$ cat src/keypad_defs.svh
`ifndef KEYPAD_DEFS_SVH
`define KEYPAD_DEFS_SVH

// Debounce
// Consecutive equal samples before a raw code counts as stable
`define DEBOUNCE_CYCLES 4

// Queue depths
`define EVT_FIFO_DEPTH 4  // Event queue, also decoder start credit
`define WORD_FIFO_DEPTH 2 // Word queue, also assembler start credit

// Credit counters must hold the largest depth
`define CREDIT_W 3

// Word records
// Letters beyond this are dropped by the assembler
`define MAX_WORD_LEN 8

// Length field of a word record is 4 bits wide,
// so MAX_WORD_LEN stays at or below 15
// MAX_WORD_LEN is a power of two so the slot index
// is the low bits of the length

`endif
$ cat src/word_pkg.sv
`include "keypad_defs.svh"

package word_pkg;

  // Kinds of event between decoder and assembler
  typedef enum logic [1:0] {
    evt_letter = 2'd0, // Append ch to the word
    evt_eow    = 2'd1, // Close the word
    evt_eog    = 2'd2  // Game over
  } evt_kind_t;

  // One queue entry, ch only meaningful for letters
  typedef struct packed {
    evt_kind_t  kind;
    logic [7:0] ch;  // ASCII
  } letter_evt_t;

  // Finished word
  // chars[0] holds the first letter
  // Slots at and above len are zero
  typedef struct packed {
    logic [3:0]                        len;
    logic [`MAX_WORD_LEN-1:0][7:0]     chars;
  } word_t;

  // Length 0 is a legal record, an empty word

endpackage

$ cat src/keypad_pkg.sv
package keypad_pkg;

  // One-hot row and column, row 0 and column 0 in the top bit
  typedef struct packed {
    logic [3:0] row;
    logic [3:0] col;
  } key_code_t;

  // Control keys
  localparam key_code_t key_submit_letter = '{row: 4'b0001, col: 4'b1000}; // R3C0
  localparam key_code_t key_clear         = '{row: 4'b0001, col: 4'b0100}; // R3C1
  localparam key_code_t key_submit_word   = '{row: 4'b0001, col: 4'b0010}; // R3C2
  localparam key_code_t key_game_end      = '{row: 4'b0010, col: 4'b0001}; // R2C3

  // Keys with no function
  localparam key_code_t key_ign_r0c0 = '{row: 4'b1000, col: 4'b1000};
  localparam key_code_t key_ign_r0c3 = '{row: 4'b1000, col: 4'b0001};
  localparam key_code_t key_ign_r1c3 = '{row: 4'b0100, col: 4'b0001};
  localparam key_code_t key_ign_r3c3 = '{row: 4'b0001, col: 4'b0001};

  // Letter keys with four letters, all others carry three
  localparam key_code_t key_pqrs = '{row: 4'b0010, col: 4'b1000}; // R2C0
  localparam key_code_t key_wxyz = '{row: 4'b0010, col: 4'b0010}; // R2C2

  // Multi-tap decoder states
  typedef enum logic [2:0] {
    tap_idle = 3'd0, // No letter pending
    tap_0    = 3'd1, // Base letter
    tap_1    = 3'd2,
    tap_2    = 3'd3,
    tap_3    = 3'd4, // Four-letter keys only
    tap_done = 3'd5, // Letter latched, one cycle
    tap_emit = 3'd6  // Waiting on a credit to push
  } tap_state_t;

endpackage

$ cat src/keypad_word_top.sv
`timescale 1ns/1ps

`include "keypad_defs.svh"

module keypad_word_top
  import keypad_pkg::*;
  import word_pkg::*;
(
  input  logic      clk,
  input  logic      nRst,
  input  key_code_t raw_key,
  input  logic      word_pop,
  output logic      word_valid,
  output word_t     word,
  output logic      game_over
);

  key_code_t   db_key;      // Stable code
  logic        db_strobe;
  logic        evt_push;
  letter_evt_t evt;
  logic        evt_credit;
  logic        evt_q_valid;
  letter_evt_t evt_q;       // Event queue head
  logic        evt_q_pop;
  logic        word_push;
  word_t       word_in;
  logic        word_credit;

  key_debounce i_debounce (
    .clk, .nRst, .raw_key, .key(db_key), .strobe(db_strobe)
  );

  keypad_fsm i_fsm (
    .clk, .nRst, .key(db_key), .strobe(db_strobe),
    .evt_push, .evt, .evt_credit
  );

  credit_fifo #(.payload_t(letter_evt_t), .depth(`EVT_FIFO_DEPTH)) i_evt_fifo (
    .clk, .nRst, .push(evt_push), .din(evt), .credit_out(evt_credit),
    .valid(evt_q_valid), .dout(evt_q), .pop(evt_q_pop)
  );

  word_assembler i_assembler (
    .clk, .nRst, .evt_valid(evt_q_valid), .evt(evt_q), .evt_pop(evt_q_pop),
    .word_push, .word_in, .word_credit, .game_over
  );

  // Outside reader pops directly, credits unused past here
  credit_fifo #(.payload_t(word_t), .depth(`WORD_FIFO_DEPTH)) i_word_fifo (
    .clk, .nRst, .push(word_push), .din(word_in), .credit_out(word_credit),
    .valid(word_valid), .dout(word), .pop(word_pop)
  );

endmodule

$ cat src/word_assembler.sv
`timescale 1ns/1ps

`include "keypad_defs.svh"

module word_assembler
  import word_pkg::*;
(
  input  logic        clk,
  input  logic        nRst,
  input  logic        evt_valid,
  input  letter_evt_t evt,
  output logic        evt_pop,
  output logic        word_push,
  output word_t       word_in,
  input  logic        word_credit,
  output logic        game_over
);

  localparam int idx_w = $clog2(`MAX_WORD_LEN);
  localparam logic [3:0] len_max = `MAX_WORD_LEN;
  localparam logic [`CREDIT_W-1:0] credit_init = `WORD_FIFO_DEPTH;

  logic [3:0]                    len_q;
  logic [`MAX_WORD_LEN-1:0][7:0] chars_q;
  logic [`CREDIT_W-1:0]          credit_q; // Free slots in the word queue
  logic                          take;     // Event consumed and acted on
  logic                          room;

  assign room = (len_q < len_max);

  // End of word waits for a credit, everything else pops at once
  assign word_push = evt_valid && (evt.kind == evt_eow) && !game_over &&
                     (credit_q != '0);
  assign evt_pop   = evt_valid &&
                     (game_over || (evt.kind != evt_eow) || (credit_q != '0));
  assign take      = evt_pop && !game_over;  // After game over just drain
  assign word_in   = '{len: len_q, chars: chars_q};

  always_ff @(posedge clk, negedge nRst) begin
    if (!nRst) begin
      len_q     <= '0;
      chars_q   <= '0;
      credit_q  <= credit_init;
      game_over <= 1'b0;
    end else begin
      if (take) begin
        case (evt.kind)
          evt_letter: begin
            if (room) begin              // Extra letters dropped
              chars_q[len_q[idx_w-1:0]] <= evt.ch;
              len_q <= len_q + 1'b1;
            end
          end
          evt_eow: begin
            len_q   <= '0;
            chars_q <= '0;         // Slots cleared at word boundaries
          end
          evt_eog: begin
            len_q     <= '0;       // Partial word lost
            chars_q   <= '0;
            game_over <= 1'b1;     // Sticky until reset
          end
          default:    len_q <= len_q;
        endcase
      end
      case ({word_push, word_credit})
        2'b10:   credit_q <= credit_q - 1'b1;
        2'b01:   credit_q <= credit_q + 1'b1;
        default: credit_q <= credit_q;
      endcase
    end
  end

endmodule

$ cat src/credit_fifo.sv
`timescale 1ns/1ps

module credit_fifo #(
  parameter type payload_t = logic,
  parameter int  depth     = 4
) (
  input  logic     clk,
  input  logic     nRst,
  input  logic     push,
  input  payload_t din,
  output logic     credit_out,
  output logic     valid,
  output payload_t dout,
  input  logic     pop
);

  localparam int ptr_w = (depth > 1) ? $clog2(depth) : 1;
  localparam int cnt_w = $clog2(depth + 1);
  localparam logic [ptr_w-1:0] ptr_last = ptr_w'(depth - 1);

  payload_t         mem [depth];
  logic [ptr_w-1:0] rd_ptr, wr_ptr;
  logic [cnt_w-1:0] count;
  logic             do_pop;

  assign valid  = (count != '0);
  assign dout   = mem[rd_ptr];   // Show-ahead head
  assign do_pop = pop && valid;  // Pop on empty ignored

  always_ff @(posedge clk, negedge nRst) begin
    if (!nRst) begin
      rd_ptr     <= '0;
      wr_ptr     <= '0;
      count      <= '0;
      credit_out <= 1'b0;
    end else begin
      // Sender never pushes without a credit, so no full check
      if (push) wr_ptr <= (wr_ptr == ptr_last) ? '0 : wr_ptr + 1'b1;
      if (do_pop) rd_ptr <= (rd_ptr == ptr_last) ? '0 : rd_ptr + 1'b1;
      case ({push, do_pop})
        2'b10:   count <= count + 1'b1;
        2'b01:   count <= count - 1'b1;
        default: count <= count;
      endcase
      credit_out <= do_pop;      // Slot freed, one credit back
    end
  end

  // Storage
  always_ff @(posedge clk) begin
    if (push) mem[wr_ptr] <= din;
  end

endmodule

$ cat src/keypad_fsm.sv
`timescale 1ns/1ps

`include "keypad_defs.svh"

module keypad_fsm
  import keypad_pkg::*;
  import word_pkg::*;
(
  input  logic        clk,
  input  logic        nRst,
  input  key_code_t   key,
  input  logic        strobe,
  output logic        evt_push,
  output letter_evt_t evt,
  input  logic        evt_credit
);

  localparam logic [`CREDIT_W-1:0] credit_init = `EVT_FIFO_DEPTH;

  tap_state_t           state_q, state_d;
  key_code_t            last_q, last_d;   // Letter key being tapped
  letter_evt_t          evt_q, evt_d;     // Event waiting in done/emit
  logic [`CREDIT_W-1:0] credit_q;         // Free slots in the event queue
  logic                 ignored;
  logic                 is_letter;
  logic                 four;             // Key has four letters
  logic [7:0]           pend_char;

  // First letter on a key, zero for anything else
  function automatic logic [7:0] letter_base(key_code_t k);
    case (k)
      8'b1000_0100: letter_base = "A"; // R0C1
      8'b1000_0010: letter_base = "D"; // R0C2
      8'b0100_1000: letter_base = "G"; // R1C0
      8'b0100_0100: letter_base = "J"; // R1C1
      8'b0100_0010: letter_base = "M"; // R1C2
      key_pqrs:     letter_base = "P";
      8'b0010_0100: letter_base = "T"; // R2C1
      key_wxyz:     letter_base = "W";
      default:      letter_base = 8'd0;
    endcase
  endfunction

  // Offset from the base letter
  function automatic logic [1:0] tap_index(tap_state_t s);
    case (s)
      tap_1:   tap_index = 2'd1;
      tap_2:   tap_index = 2'd2;
      tap_3:   tap_index = 2'd3;
      default: tap_index = 2'd0;
    endcase
  endfunction

  // Repeat of the same key
  function automatic tap_state_t next_tap(tap_state_t s, logic four_letters);
    case (s)
      tap_0:   next_tap = tap_1;
      tap_1:   next_tap = tap_2;
      tap_2:   next_tap = four_letters ? tap_3 : tap_0;
      default: next_tap = tap_0; // Wrap after the last letter
    endcase
  endfunction

  assign ignored = (key == key_ign_r0c0) || (key == key_ign_r0c3) ||
                   (key == key_ign_r1c3) || (key == key_ign_r3c3);
  assign is_letter = (letter_base(key) != 8'd0);
  assign four      = (key == key_pqrs) || (key == key_wxyz);
  assign pend_char = letter_base(last_q) + {6'd0, tap_index(state_q)};

  // Push only with a credit in hand
  assign evt_push = (state_q == tap_emit) && (credit_q != '0);
  assign evt      = evt_q;

  always_comb begin
    state_d = state_q;
    last_d  = last_q;
    evt_d   = evt_q;
    case (state_q)
      tap_done: state_d = tap_emit;
      tap_emit: begin
        if (evt_push) state_d = tap_idle; // Strobes dropped while stalled
      end
      default: begin
        if (strobe && !ignored) begin
          if (key == key_clear) begin
            state_d = tap_idle;             // Drop pending letter
          end else if (key == key_submit_letter) begin
            if (state_q != tap_idle) begin  // Needs a pending letter
              state_d = tap_done;
              evt_d   = '{kind: evt_letter, ch: pend_char};
            end
          end else if (key == key_submit_word) begin
            state_d = tap_emit;
            evt_d   = '{kind: evt_eow, ch: 8'd0};
          end else if (key == key_game_end) begin
            state_d = tap_emit;             // Pending letter lost
            evt_d   = '{kind: evt_eog, ch: 8'd0};
          end else if (is_letter) begin
            last_d = key;
            if ((state_q != tap_idle) && (key == last_q))
              state_d = next_tap(state_q, four);
            else
              state_d = tap_0;              // New key starts at its base
          end
        end
      end
    endcase
  end

  always_ff @(posedge clk, negedge nRst) begin
    if (!nRst) begin
      state_q  <= tap_idle;
      credit_q <= credit_init;
    end else begin
      state_q <= state_d;
      case ({evt_push, evt_credit})
        2'b10:   credit_q <= credit_q - 1'b1;
        2'b01:   credit_q <= credit_q + 1'b1;
        default: credit_q <= credit_q;      // Both or neither
      endcase
    end
  end

  // Tapped key and queued event
  always_ff @(posedge clk) begin
    last_q <= last_d;
    evt_q  <= evt_d;
  end

endmodule

$ cat src/key_debounce.sv
`timescale 1ns/1ps

`include "keypad_defs.svh"

module key_debounce
  import keypad_pkg::*;
(
  input  logic      clk,
  input  logic      nRst,
  input  key_code_t raw_key,
  output key_code_t key,
  output logic      strobe
);

  localparam int cnt_w = $clog2(`DEBOUNCE_CYCLES);
  localparam logic [cnt_w-1:0] cnt_last = cnt_w'(`DEBOUNCE_CYCLES - 1);

  key_code_t        sample_q; // Previous raw sample
  key_code_t        stable_q; // Last accepted code
  logic [cnt_w-1:0] cnt_q;    // Cycles the sample has held, minus one
  logic             same;     // Raw matches previous sample
  logic             settle;   // Sample just became stable and is new

  assign same   = (raw_key == sample_q);
  assign settle = same && (cnt_q == cnt_last) && (sample_q != stable_q);

  always_ff @(posedge clk, negedge nRst) begin
    if (!nRst) begin
      sample_q <= '0;
      stable_q <= '0;
      cnt_q    <= '0;
      strobe   <= 1'b0;
    end else begin
      sample_q <= raw_key;
      if (!same) begin
        cnt_q <= '0;                 // Glitch or new code restarts the run
      end else if (cnt_q != cnt_last) begin
        cnt_q <= cnt_q + 1'b1;       // Saturates once stable
      end

      if (settle) begin
        stable_q <= sample_q;
      end
      // Release settles too but only a press strobes
      strobe <= settle && (sample_q != '0);
    end
  end

  assign key = stable_q; // Holds the new code in the strobe cycle

endmodule

$ cat config.mk
export PLATFORM = sky130hd
export DESIGN_NAME = keypad_word_top
export DESIGN_NICKNAME = d
export VERILOG_FILES = /design/src/word_pkg.sv /design/src/keypad_pkg.sv /design/src/keypad_word_top.sv /design/src/word_assembler.sv /design/src/credit_fifo.sv /design/src/keypad_fsm.sv /design/src/key_debounce.sv
export VERILOG_INCLUDE_DIRS = /design/src /design/src/src
export SDC_FILE = /design/constraint.sdc
export NUM_CORES = 1
export LEC_CHECK = 0
export ABC_AREA = 1
export BUFFER_PORTS_ARGS = -buffer_cell sky130_fd_sc_hd__buf_2
export CAP_MARGIN = 25
export CELL_PAD_IN_SITES_DETAIL_PLACEMENT = 1
export CELL_PAD_IN_SITES_GLOBAL_PLACEMENT = 1
export CORE_ASPECT_RATIO = 2
export CORE_UTILIZATION = 25
export CTS_BUF_LIST = sky130_fd_sc_hd__clkbuf_4
export DETAILED_ROUTE_END_ITERATION = 8
export GPL_TIMING_DRIVEN = 0
export PLACE_DENSITY_LB_ADDON = 0.1
export SYNTH_ARGS = -nofsm -noshare
export SYNTH_HDL_FRONTEND = slang
export SYNTH_SLANG_ARGS = --single-unit
export TNS_END_PERCENT = 20
$ cat constraint.sdc
create_clock -name clk -period 9.2 [get_ports clk]
set_input_delay 0.92 -clock clk [delete_from_list [all_inputs] [get_ports clk]]
set_output_delay 0.92 -clock clk [all_outputs]
set_load 0.01 [all_outputs]
-- After elaboration in Yosys (flattened, before gate mapping)
Memory sizes are Yosys's and may differ from the RTL's.
Index checks and enable logic that the tools add are counted.
- register bits: 128
- memories: 2
- word-level logic and storage cells: 194
- bits in read-only memories: 0
- latch bits: 0
- RAM bits: 176
- memory list (memory ; words ; width ; rd ports ; clocked after memory_dff ; write ports ; RTL line ; source):
    i_word_fifo.mem ; 2 ; 68 ; 1 ; 0 ; 1 ; credit_fifo.sv:21 ; payload_t mem [depth];
    i_evt_fifo.mem ; 4 ; 10 ; 1 ; 0 ; 1 ; credit_fifo.sv:21 ;
- reductions and logical operators: 45
- $mul: 0
- shifts and indexed selects: 0
- equality and inequality tests: 53
- magnitude comparators: 3
- add/sub/neg operators: 15
- bitwise logic cells: 5
- div/mod/pow operators: 0
- muxes and demuxes: 40
- operators with widths (operator ; number):
    one-hot mux 64 bit (2 select lines) ; 1
    one-hot mux 7 bit (8 select lines) ; 2
    bitwise mux 64 bit ; 1
    two-way mux 64 bit ; 1
    == test 8 x 6 -> 1 bit (second input constant) ; 7
    == test 8 x 7 -> 1 bit (second input constant) ; 7
    == test 8 bit (second input constant) ; 6
    two-way mux 10 bit ; 4
    == test 8 x 5 -> 1 bit (second input constant) ; 4
    two-way mux 3 bit ; 10
    demux 8 bit (select 3 bit) ; 1
    one-hot mux 3 bit (2 select lines) ; 4
    nonzero test 3 bit ; 6
    == test 2 bit (second input constant) ; 8
    == test 8 bit ; 2
    nonzero test 8 bit ; 2
    logical AND 1 bit ; 14
    nonzero test 2 bit ; 6
    == test 2 x 1 -> 1 bit (second input constant) ; 5
    adder 3 x 1 -> 3 bit (second input constant) ; 3
    == test 3 bit (second input constant) ; 3
    one-hot mux 3 bit (3 select lines) ; 1
    subtractor 3 x 1 -> 3 bit (second input constant) ; 3
    adder 2 x 1 -> 2 bit (second input constant) ; 4
    other kinds (31) ; 56

-- Logic depth before layout (Yosys ltp)
Gate-level depths: netlist of run 1.
- depth after elaboration: 12
- mapped depth: 17

-- Hierarchy
From an unflattened synthesis of run 1, not the netlist that was laid out.
- cell total of the unflattened synthesis: 1295
- area total of the unflattened synthesis: 13514.2 µm²
- modules (own cells, without submodules) (module ; area an instance (µm²) ; cells each ; instances):
    credit_fifo at i_word_fifo ; 5190.0 ; 384 ; 1
    word_assembler ; 3579.7 ; 389 ; 1
    credit_fifo at i_evt_fifo ; 2093.3 ; 174 ; 1
    keypad_fsm ; 1667.8 ; 226 ; 1
    key_debounce ; 983.4 ; 122 ; 1

-- Worst setup path before layout of run 1
Ideal clock, no wire load.
- path type: register to register
- from: reg i_evt_fifo.rd_ptr[1]
- to: mem i_word_fifo.mem[0][0] in the netlist's numbering (enable)
- data required time: 8722 ps
- setup slack: 4070 ps
- stages on the path, launching flop included: 12
- clock period less this slack: 5130 ps
- arrival: 4652 ps
- cell sequence: dfrtp_1 > clkbuf_1 > inv_1 > clkbuf_1 > a21oi_1 > a32oi_1 > ha_1 > inv_1 > nor2_1 > or3b_2 > clkbuf_1 > nor2_1
- word-level cells in the longest chain between the ends: 7
- RTL lines (item ; RTL line ; source):
    from (decl) ; credit_fifo.sv:22 ; logic [ptr_w-1:0] rd_ptr, wr_ptr;
    from (signal assigned) ; credit_fifo.sv:39 ; if (do_pop) rd_ptr <= (rd_ptr == ptr_last) ? '0 : rd_ptr + 1'b1;
    memory (4 x 10 bit) ; - ;
    == test 2 x 1 -> 1 bit ; word_assembler.sv:32 ; assign word_push = evt_valid && (evt.kind == evt_eow) && !game_over &&
    logical AND 1 bit (3 in series) ; word_assembler.sv:32 ;
    two-way mux 1 bit ; credit_fifo.sv:51 ; if (push) mem[wr_ptr] <= din;
    two-way mux 1 bit (implied by the code) ; credit_fifo.sv:51 ;
    to (decl) ; credit_fifo.sv:21 ;
Every way passes these cells.

-- Worst setup path in the final report of run 1
- from: reg i_evt_fifo.rd_ptr[1]
- to: mem i_word_fifo.mem[1][41] in the netlist's numbering (enable)
Same word-level chain as after synthesis.

==> results of run 1 <==
-- power by group through the flow --
stage / registers, mW / clock network, mW / logic (mW)
2_1_floorplan: 1.36 / 0 / 0.340
3_3_place_gp: 1.36 / 0 / 0.615
3_5_place_dp: 1.36 / 0 / 0.623
4_1_cts: 1.34 / 1.17 / 0.624
5_1_grt: 1.34 / 1.23 / 0.680
6_report: 1.34 / 1.12 / 0.593
-- area by class of cell --
cell class | instances | share of cell area [%]
diodes | 2 | 0.0363
plain buffers | 36 | 1.50
clock buffers | 95 | 5.18
clock inverters | 34 | 1.79
inverters | 90 | 2.47
multi-input cells | 670 | 24.1
flip-flops and latches | 275 | 56.3
well taps | 565 | 5.13
repair buffers | 79 | 3.55
-- how the worst max path moves through the flow --
stage | end | slack, ns | depth (start not counted)
after floorplan | i_word_fifo.mem[0][0]$_DFFE_PP_ | 4.07 | 11
final | i_word_fifo.mem[1][41]$_DFFE_PP_ | 5.21 | 13
after global placement | i_word_fifo.mem[0][40]$_DFFE_PP_ | 1.27 | 11
after detailed placement | i_word_fifo.mem[1][0]$_DFFE_PP_ | 5.03 | 13
after CTS | i_word_fifo.mem[1][8]$_DFFE_PP_ | 5.03 | 13
after global routing | i_word_fifo.mem[1][66]$_DFFE_PP_ | 4.81 | 13
-- per-stage QoR --
step                      setup WS, ns  cells  hold WS (ns)  utilization (%)  cell area (um2)
final                             5.21   1846         0.108             30.1            13800
after global routing              4.81   1846         0.118             30.1            13800
after CTS                         5.03   1844        0.0604             30.1            13800
after detailed placement          5.03   1715         0.428             28.0            12800
after global placement            1.27   1708         0.424             27.7            12700
after floorplan                   4.07   1071         0.420                -            11600
-- routing by layer --
metal	GRT usage (%)	up-vias	wire, um
met5	0	-	0
met4	7.70	0	1100
met3	2.77	53	1060
met2	29.3	148	19100
met1	11.3	3793	9320
li1	-	3879	-
-- worst max-delay path: stages (launching register included) --
cell and delay, ns:
dfrtp_1 0.38, clkbuf_1 0.24, inv_1 0.17, clkbuf_1 0.42, a21oi_1 0.08, a32oi_1 0.30
ha_1 0.21, inv_1 0.04, nor2_1 0.21, or3b_2 0.46, clkbuf_1 0.23, nor2_4 0.44
buf_12 0.25, buf_12 0.22
-- sequential cells by signal, summed over array words and instances, names as in the netlist, 3 cells and up --
name,flops
i_fsm.evt,9
i_fsm.credit_q,3
i_assembler.credit_q,3
i_evt_fifo.mem,36
i_assembler.len_q,4
i_assembler.word_in,56
i_fsm.state_q,3
i_debounce.sample_q,8
i_debounce.key,8
i_fsm.last_q,8
i_word_fifo.mem,120
i_evt_fifo.count,3
-- cells by family (layout without fill, tap and decap cells) --
| kind of cell | after synthesis | in the layout | synth area share (%) |
|---|---|---|---|
| compound gates | 111 | 111 | 5.74 |
| buf+inv | 126 | 334 | 4.73 |
| mux | 1 | 1 | 0.0974 |
| simple gates | 507 | 507 | 18.2 |
| xor+xnor | 22 | 22 | 1.67 |
| fa+ha+maj | 20 | 20 | 2.43 |
| flops | 275 | 275 | 67.1 |
| other cells | 1 | 11 | 0.0325 |
-- cell usage in the layout, fill, tap and decap left out, types with 3 or more instances in the layout --
master,Yosys,final
a21oi_1,16,16
buf_12,0,4
buf_2,4,75
buf_4,9,11
buf_6,4,5
bufinv_16,0,4
clkbuf_1,17,17
clkbuf_4,0,95
clkinv_1,1,20
clkinv_2,0,8
conb_1,1,9
dfrtp_1,100,100
edfxtp_1,173,173
fa_1,4,4
ha_1,16,16
inv_1,85,85
inv_2,3,5
nand2_1,377,377
nand2_2,5,5
nand3_1,44,44
nand4_1,6,6
nor2_1,37,35
nor2_2,3,3
nor2_4,1,3
nor3_1,10,9
nor3_2,3,4
nor4_1,7,6
o21ai_0,53,53
o21ai_1,8,8
o21ai_2,4,4
o22ai_1,15,15
or2_2,3,3
xnor2_1,8,8
xor2_1,14,14
==> summary.txt, run 1 <==
Floorplanning
  – Number of cell rows: 111
  – Die Width: 154 um
  – IO Count: 81
  – DIE AREA: 47100 um2
  – Initial Util: 25.3%
  – Die Height: 306 um
  – Core Box Area: 45700 um2

Synth
  – Commonest cells post-synth: nand2_1, edfxtp_1, dfrtp_1
  – Synth cell types: 53
  – Yosys warns: 0
  – Post-synth top area share: 45.0%
  – Top_reg_cell synth: edfxtp_1
  – Most common cell in the netlist: nand2_1
  – Synth area leader: edfxtp_1
  – Largest cells by area after synthesis: edfxtp_1, dfrtp_1, nand2_1
  – Synth Register Bits: 275
  – EDFF count, synth: 173
  – Post-Synthesis Cell Area: 11600 um2
  – Mean Syn Cell Area: 10.9 um2
  – Register area share after synthesis: 67.1%
  – Synth async-reset ratio: 37.1%
  – Cells after Synth: 1063

Timing
  – Fin crit period: 3.99 ns
  – Final setup viols: 0
  – Final period util: 43.4%
  – Max-slew violations: 0
  – Final Skew: 0.0353 ns
  – Worst slew pin tran: 0.989 ns
  – RSZ-0062 raised after global routing: no
  – Setup tns final: 0 ns
  – Peak Freq: 251 MHz
  – Fin. Hold Viols: 0
  – Rel. slew slack: 33.8%

Clocking
  – CTS buffer count: 71
  – CTS tree: built
  – Htree depth: 3
  – Clock buffer depth: 3
  – Worst-path clk slew: 0.07 ns
  – Post-CTS Setup Inserts: 0
  – Post-cts repair resize count: 0
  – Worst-Skew Late Latency: 0.75 ns
  – CTS Sinks: 275
  – Hold_buf cts: 0
  – Root buf cell: clkbuf_4

Status
  – Status: finished, final reports clean

Final layout
  – Fill cells: 5175
  – Multi-input gate area: 3310 um2
  – Total area of sequential cells: 7750 um2
  – Layout Area Growth over Synthesis: 19.2%
  – Layout cells sized above 1: 19.5%
  – # nets final: 1254

Global route
  – GR Overflow Total: 0
  – Vias in the first global route: 8569
  – Maximum number of pins on one net before global-route repair: 54
  – GRT Resource Usage Total: 13.9%
  – First-pass GRT wire length: 48300 um
  – Initial antenna violation count: 1

Power
  – Clock share of power: 36.7%
  – Power share of the combinational group: 19.5%
  – PwrDens: 221 nW/um2
  – Pint: 2.13 mW
  – Sequential share of power: 43.9%
  – Leak pwr: 5.68 nW
  – Psw: 0.920 mW
  – Tot Pwr: 3.05 mW
  – Switching share of power: 30.2%
  – Peak supply drop: 0.0711 mV

Hold path
  – Hold Crit Class: input port to async pin

Place
  – HPWL after DPL: 23000 um
  – RD Place Congestion: 0.721
  – I/O Buffers: 72

Route
  – DRT Pass-1 Iters: 4
  – Antenna viol nets, final: 0
  – 1st-iter DRT viols: 198
  – # DRC: 0
  – Vias per std cell: 4.26
  – Routed WL: 30600 um
  – Drt wl/cell: 16.6 um
  – DR vias: 7873

Critical path
  – Critical path type: flop to flop
  – FF-to-FF End: i_word_fifo.mem[1][41]$_DFFE_PP_
  – CP startpoint kind: flop
  – WP data arrival: 4.42 ns
  – Setup crit start: i_evt_fifo.rd_ptr[1]$_DFFE_PN0P_
  – CP Data Required Time: 9.63 ns
  – Max FO, Critical Path: 26
  – Worst R2R Path Depth: 13
  – Worst R2R Start: i_evt_fifo.rd_ptr[1]$_DFFE_PN0P_
  – Critical Path Sink Type: flop
  – R2R setup slack: 5.21 ns

Flow run
  – Max-cap violations: 0
Power figures use the tool's default switching activity.
==> run 2: changes to the inputs <==
==> constraint.sdc (replaced) <==
create_clock -name clk -period 3.85 [get_ports clk]
set_input_delay 0.385 -clock clk [delete_from_list [all_inputs] [get_ports clk]]
set_output_delay 0.385 -clock clk [all_outputs]
set_load 0.01 [all_outputs]
==> summary.txt, run 2 (synthesis results as in run 1) <==
Floorplanning
  – DIE AREA: 47100 um2 (unchanged)
  – Number of cell rows: 111 (unchanged)
  – Die Height: 306 um (unchanged)
  – Die Width: 154 um (unchanged)
  – Core Box Area: 45700 um2 (unchanged)
  – Initial Util: 25.3% (unchanged)
  – IO Count: 81 (unchanged)

Route
  – Vias per std cell: 4.30 (+0.75%)
  – Antenna viol nets, final: 0 (unchanged)
  – DR vias: 7936 (+0.80%)
  – 1st-iter DRT viols: 202 (+2.0%)
  – # DRC: 0 (unchanged)
  – Drt wl/cell: 16.3 um (-1.5%)
  – DRT Pass-1 Iters: 4 (unchanged)
  – Routed WL: 30100 um (-1.5%)

Power
  – Leak pwr: 5.66 nW (-0.33%)
  – Peak supply drop: 0.189 mV (+170%)
  – PwrDens: 514 nW/um2 (+130%)

Critical path
  – Worst path slowest cell: or3b_2
  – CP startpoint kind: flop
  – Crit path to: i_assembler.credit_q[1]$_DFFE_PN1P_
  – Max FO, Critical Path: 10 (-62%)
  – FF-to-FF End: i_assembler.credit_q[1]$_DFFE_PN1P_
  – Worst R2R Path Depth: 13 (unchanged)
  – R2R setup slack: 0.34 ns (-4.87 ns)
  – Setup crit start: i_evt_fifo.rd_ptr[0]$_DFFE_PN0P_
  – WP data arrival: 4.16 ns (-0.26 ns)
  – Worst R2R Start: i_evt_fifo.rd_ptr[0]$_DFFE_PN0P_
  – CP max stage delay: 0.47 ns (about the same)
  – Critical Path Sink Type: flop
  – Worst path cell trace: buf_2 -> buf_2 -> nand2_1 -> a32oi_1 -> ha_1 -> inv_1 -> nor2_1 -> or3b_2 -> clkbuf_1 -> ha_1 -> inv_1 -> fa_1 -> mux2_2
  – CP Data Required Time: 4.50 ns (-5.13 ns)
  – Critical path type: flop to flop

Global route
  – Initial antenna violation count: 2 (+1)
  – GR Overflow Total: 0 (unchanged)
  – GRT Resource Usage Total: 13.5% (-0.32 points)
  – Maximum number of pins on one net before global-route repair: 55 (+1.9%)
  – Vias in the first global route: 8685 (+1.4%)
  – First-pass GRT wire length: 47600 um (-1.4%)

Final layout
  – Most common cell after layout, fill and taps aside: nand2_1
  – Most frequent cells in the layout: nand2_1, edfxtp_1, dfrtp_1
  – Largest register FFs: 120 (unchanged)
  – Fill cells: 5218 (+0.83%)
  – Layout Area Growth over Synthesis: 19.3% (about the same)
  – Final Util: 30.2% (about the same)
  – Layout cells sized above 1: 19.0% (-0.56 points)
  – Post-layout instance area: 13800 um2 (about the same)
  – # nets final: 1258 (+0.32%)
  – Top reg by flops: i_word_fifo.mem

Timing
  – Final setup margin: 0.335 ns (-4.87 ns)
  – Fin crit period: 3.51 ns (-0.476 ns)
  – Max-slew violations: 0 (unchanged)
  – Final Skew: 0.0530 ns (+0.0177 ns)
  – RSZ-0062 raised after global routing: no
  – Setup tns final: 0 ns (unchanged)
  – Worst slew pin tran: 1.00 ns (+0.0124 ns)
  – Peak Freq: 285 MHz (+14%)
  – Final setup viols: 0 (unchanged)
  – Rel. slew slack: 33.0% (-0.83 points)
  – Final period util: 91.3% (+48 points)
  – Fin. Hold Viols: 0 (unchanged)

Place
  – Dpl ws: -0.244 ns (-5.28 ns)
  – RD Place Congestion: 0.740 (+2.7%)
  – Placed cell area: 12800 um2 (about the same)
  – I/O Buffers: 72 (unchanged)
  – HPWL after DPL: 22500 um (-2.1%)

Clocking
  – Clock buffer depth: 3 (unchanged)
  – Root buf cell: clkbuf_4
  – CTS buffer count: 66 (-7.0%)
  – CTS Sinks: 275 (unchanged)
  – Htree depth: 3 (unchanged)
  – CTS tree: built
  – Worst-Skew Late Latency: 0.74 ns (about the same)
  – Worst-path clk slew: 0.07 ns (about the same)

Status
  – Status: finished, final reports clean

Flow run
  – Max-cap violations: 0 (unchanged)

Hold path
  – Hold Crit Class: input port to async pin
run 2: cell types whose count changed in the layout (fill, tap and decap cells not counted), sizes merged:
| cell | before | now |
|---|---|---|
| buf | 96 | 97 |
| bufinv | 4 | 2 |
| clkbuf | 114 | 108 |
| clkinv | 28 | 25 |
| clkinvlp | 1 | 3 |
| dlygate4sd3 | 0 | 10 |
| inv | 91 | 90 |
run 2: report_power, final:
part	total, mW	switching, mW	leakage (nW)	internal [mW]
logic	1.42	0.924	2.55	0.497
clock network	2.47	1.22	0.499	1.25
registers	3.19	0.0366	2.61	3.16
total	7.08	2.18	5.66	4.90
run 2: how the worst min path moves through the flow:
stage | to | slack, ns | depth (start not counted)
2_1_floorplan | i_assembler.credit_q[0]$_DFFE_PN0P_ | 0.09 | 0
3_3_place_gp | i_fsm.last_q[2]$_DFFE_PP_ | 0.42 | 0
3_5_place_dp | i_debounce.cnt_q[0]$_DFFE_PN0N_ | 0.38 | 1
4_1_cts | i_assembler.word_in[42]$_DFFE_PN0P_ | 0.14 | 2
5_1_grt | i_assembler.word_in[5]$_DFFE_PN0P_ | 0.16 | 2
6_report | i_assembler.word_in[0]$_DFFE_PN0P_ | 0.18 | 2
run 2: metrics by stage:
step	std cells	power, mW	hold slack (ns)
6_report	1847	7.08	0.175
3_5_place_dp	1714	4.74	0.384
3_3_place_gp	1708	4.72	0.423
5_1_grt	1847	7.56	0.158
4_1_cts	1847	7.29	0.136
2_1_floorplan	1071	4.06	0.0894
run 2: final cells by class:
class / count / area [um2] / area share, %
timing repair buffer: 90 / 597 / 4.33
clock inverter: 30 / 185 / 1.34
multi-input combinational: 670 / 3310 / 24.0
clock buffer: 91 / 683 / 4.96
buffer: 34 / 200 / 1.45
tap: 565 / 707 / 5.13
sequential: 275 / 7750 / 56.2
antenna: 2 / 5.00 / 0.0363
inverter: 90 / 340 / 2.47
run 2: worst max-delay path, delay by kind of cell, from the launching register on:
family / cells / cell delay (ns)
fa+ha+maj: 3 / 0.87
buf+inv: 5 / 0.90
flops: 1 / 0.39
mux: 1 / 0.27
simple gates: 3 / 0.74
compound gates: 1 / 0.29
run 2: timing repair:
| item | in CTS | in global routing |
|---|---|---|
| setup endpoints to repair | 53 | 2 |
| endpoints found under the hold margin | 58 | 0 |
| pin swaps | 2 | 0 |
| gates resized for setup | 1 | 0 |
| buffers inserted | 2 | 0 |
| hold buffers | 10 | 0 |
run 2: layer usage:
metal	global-route usage, %	wire length [um]	vias up
met2	28.9	18600	149
met5	0	0	-
li1	-	-	3894
met3	2.81	1110	68
met4	7.12	1150	0
met1	10.9	9290	3825
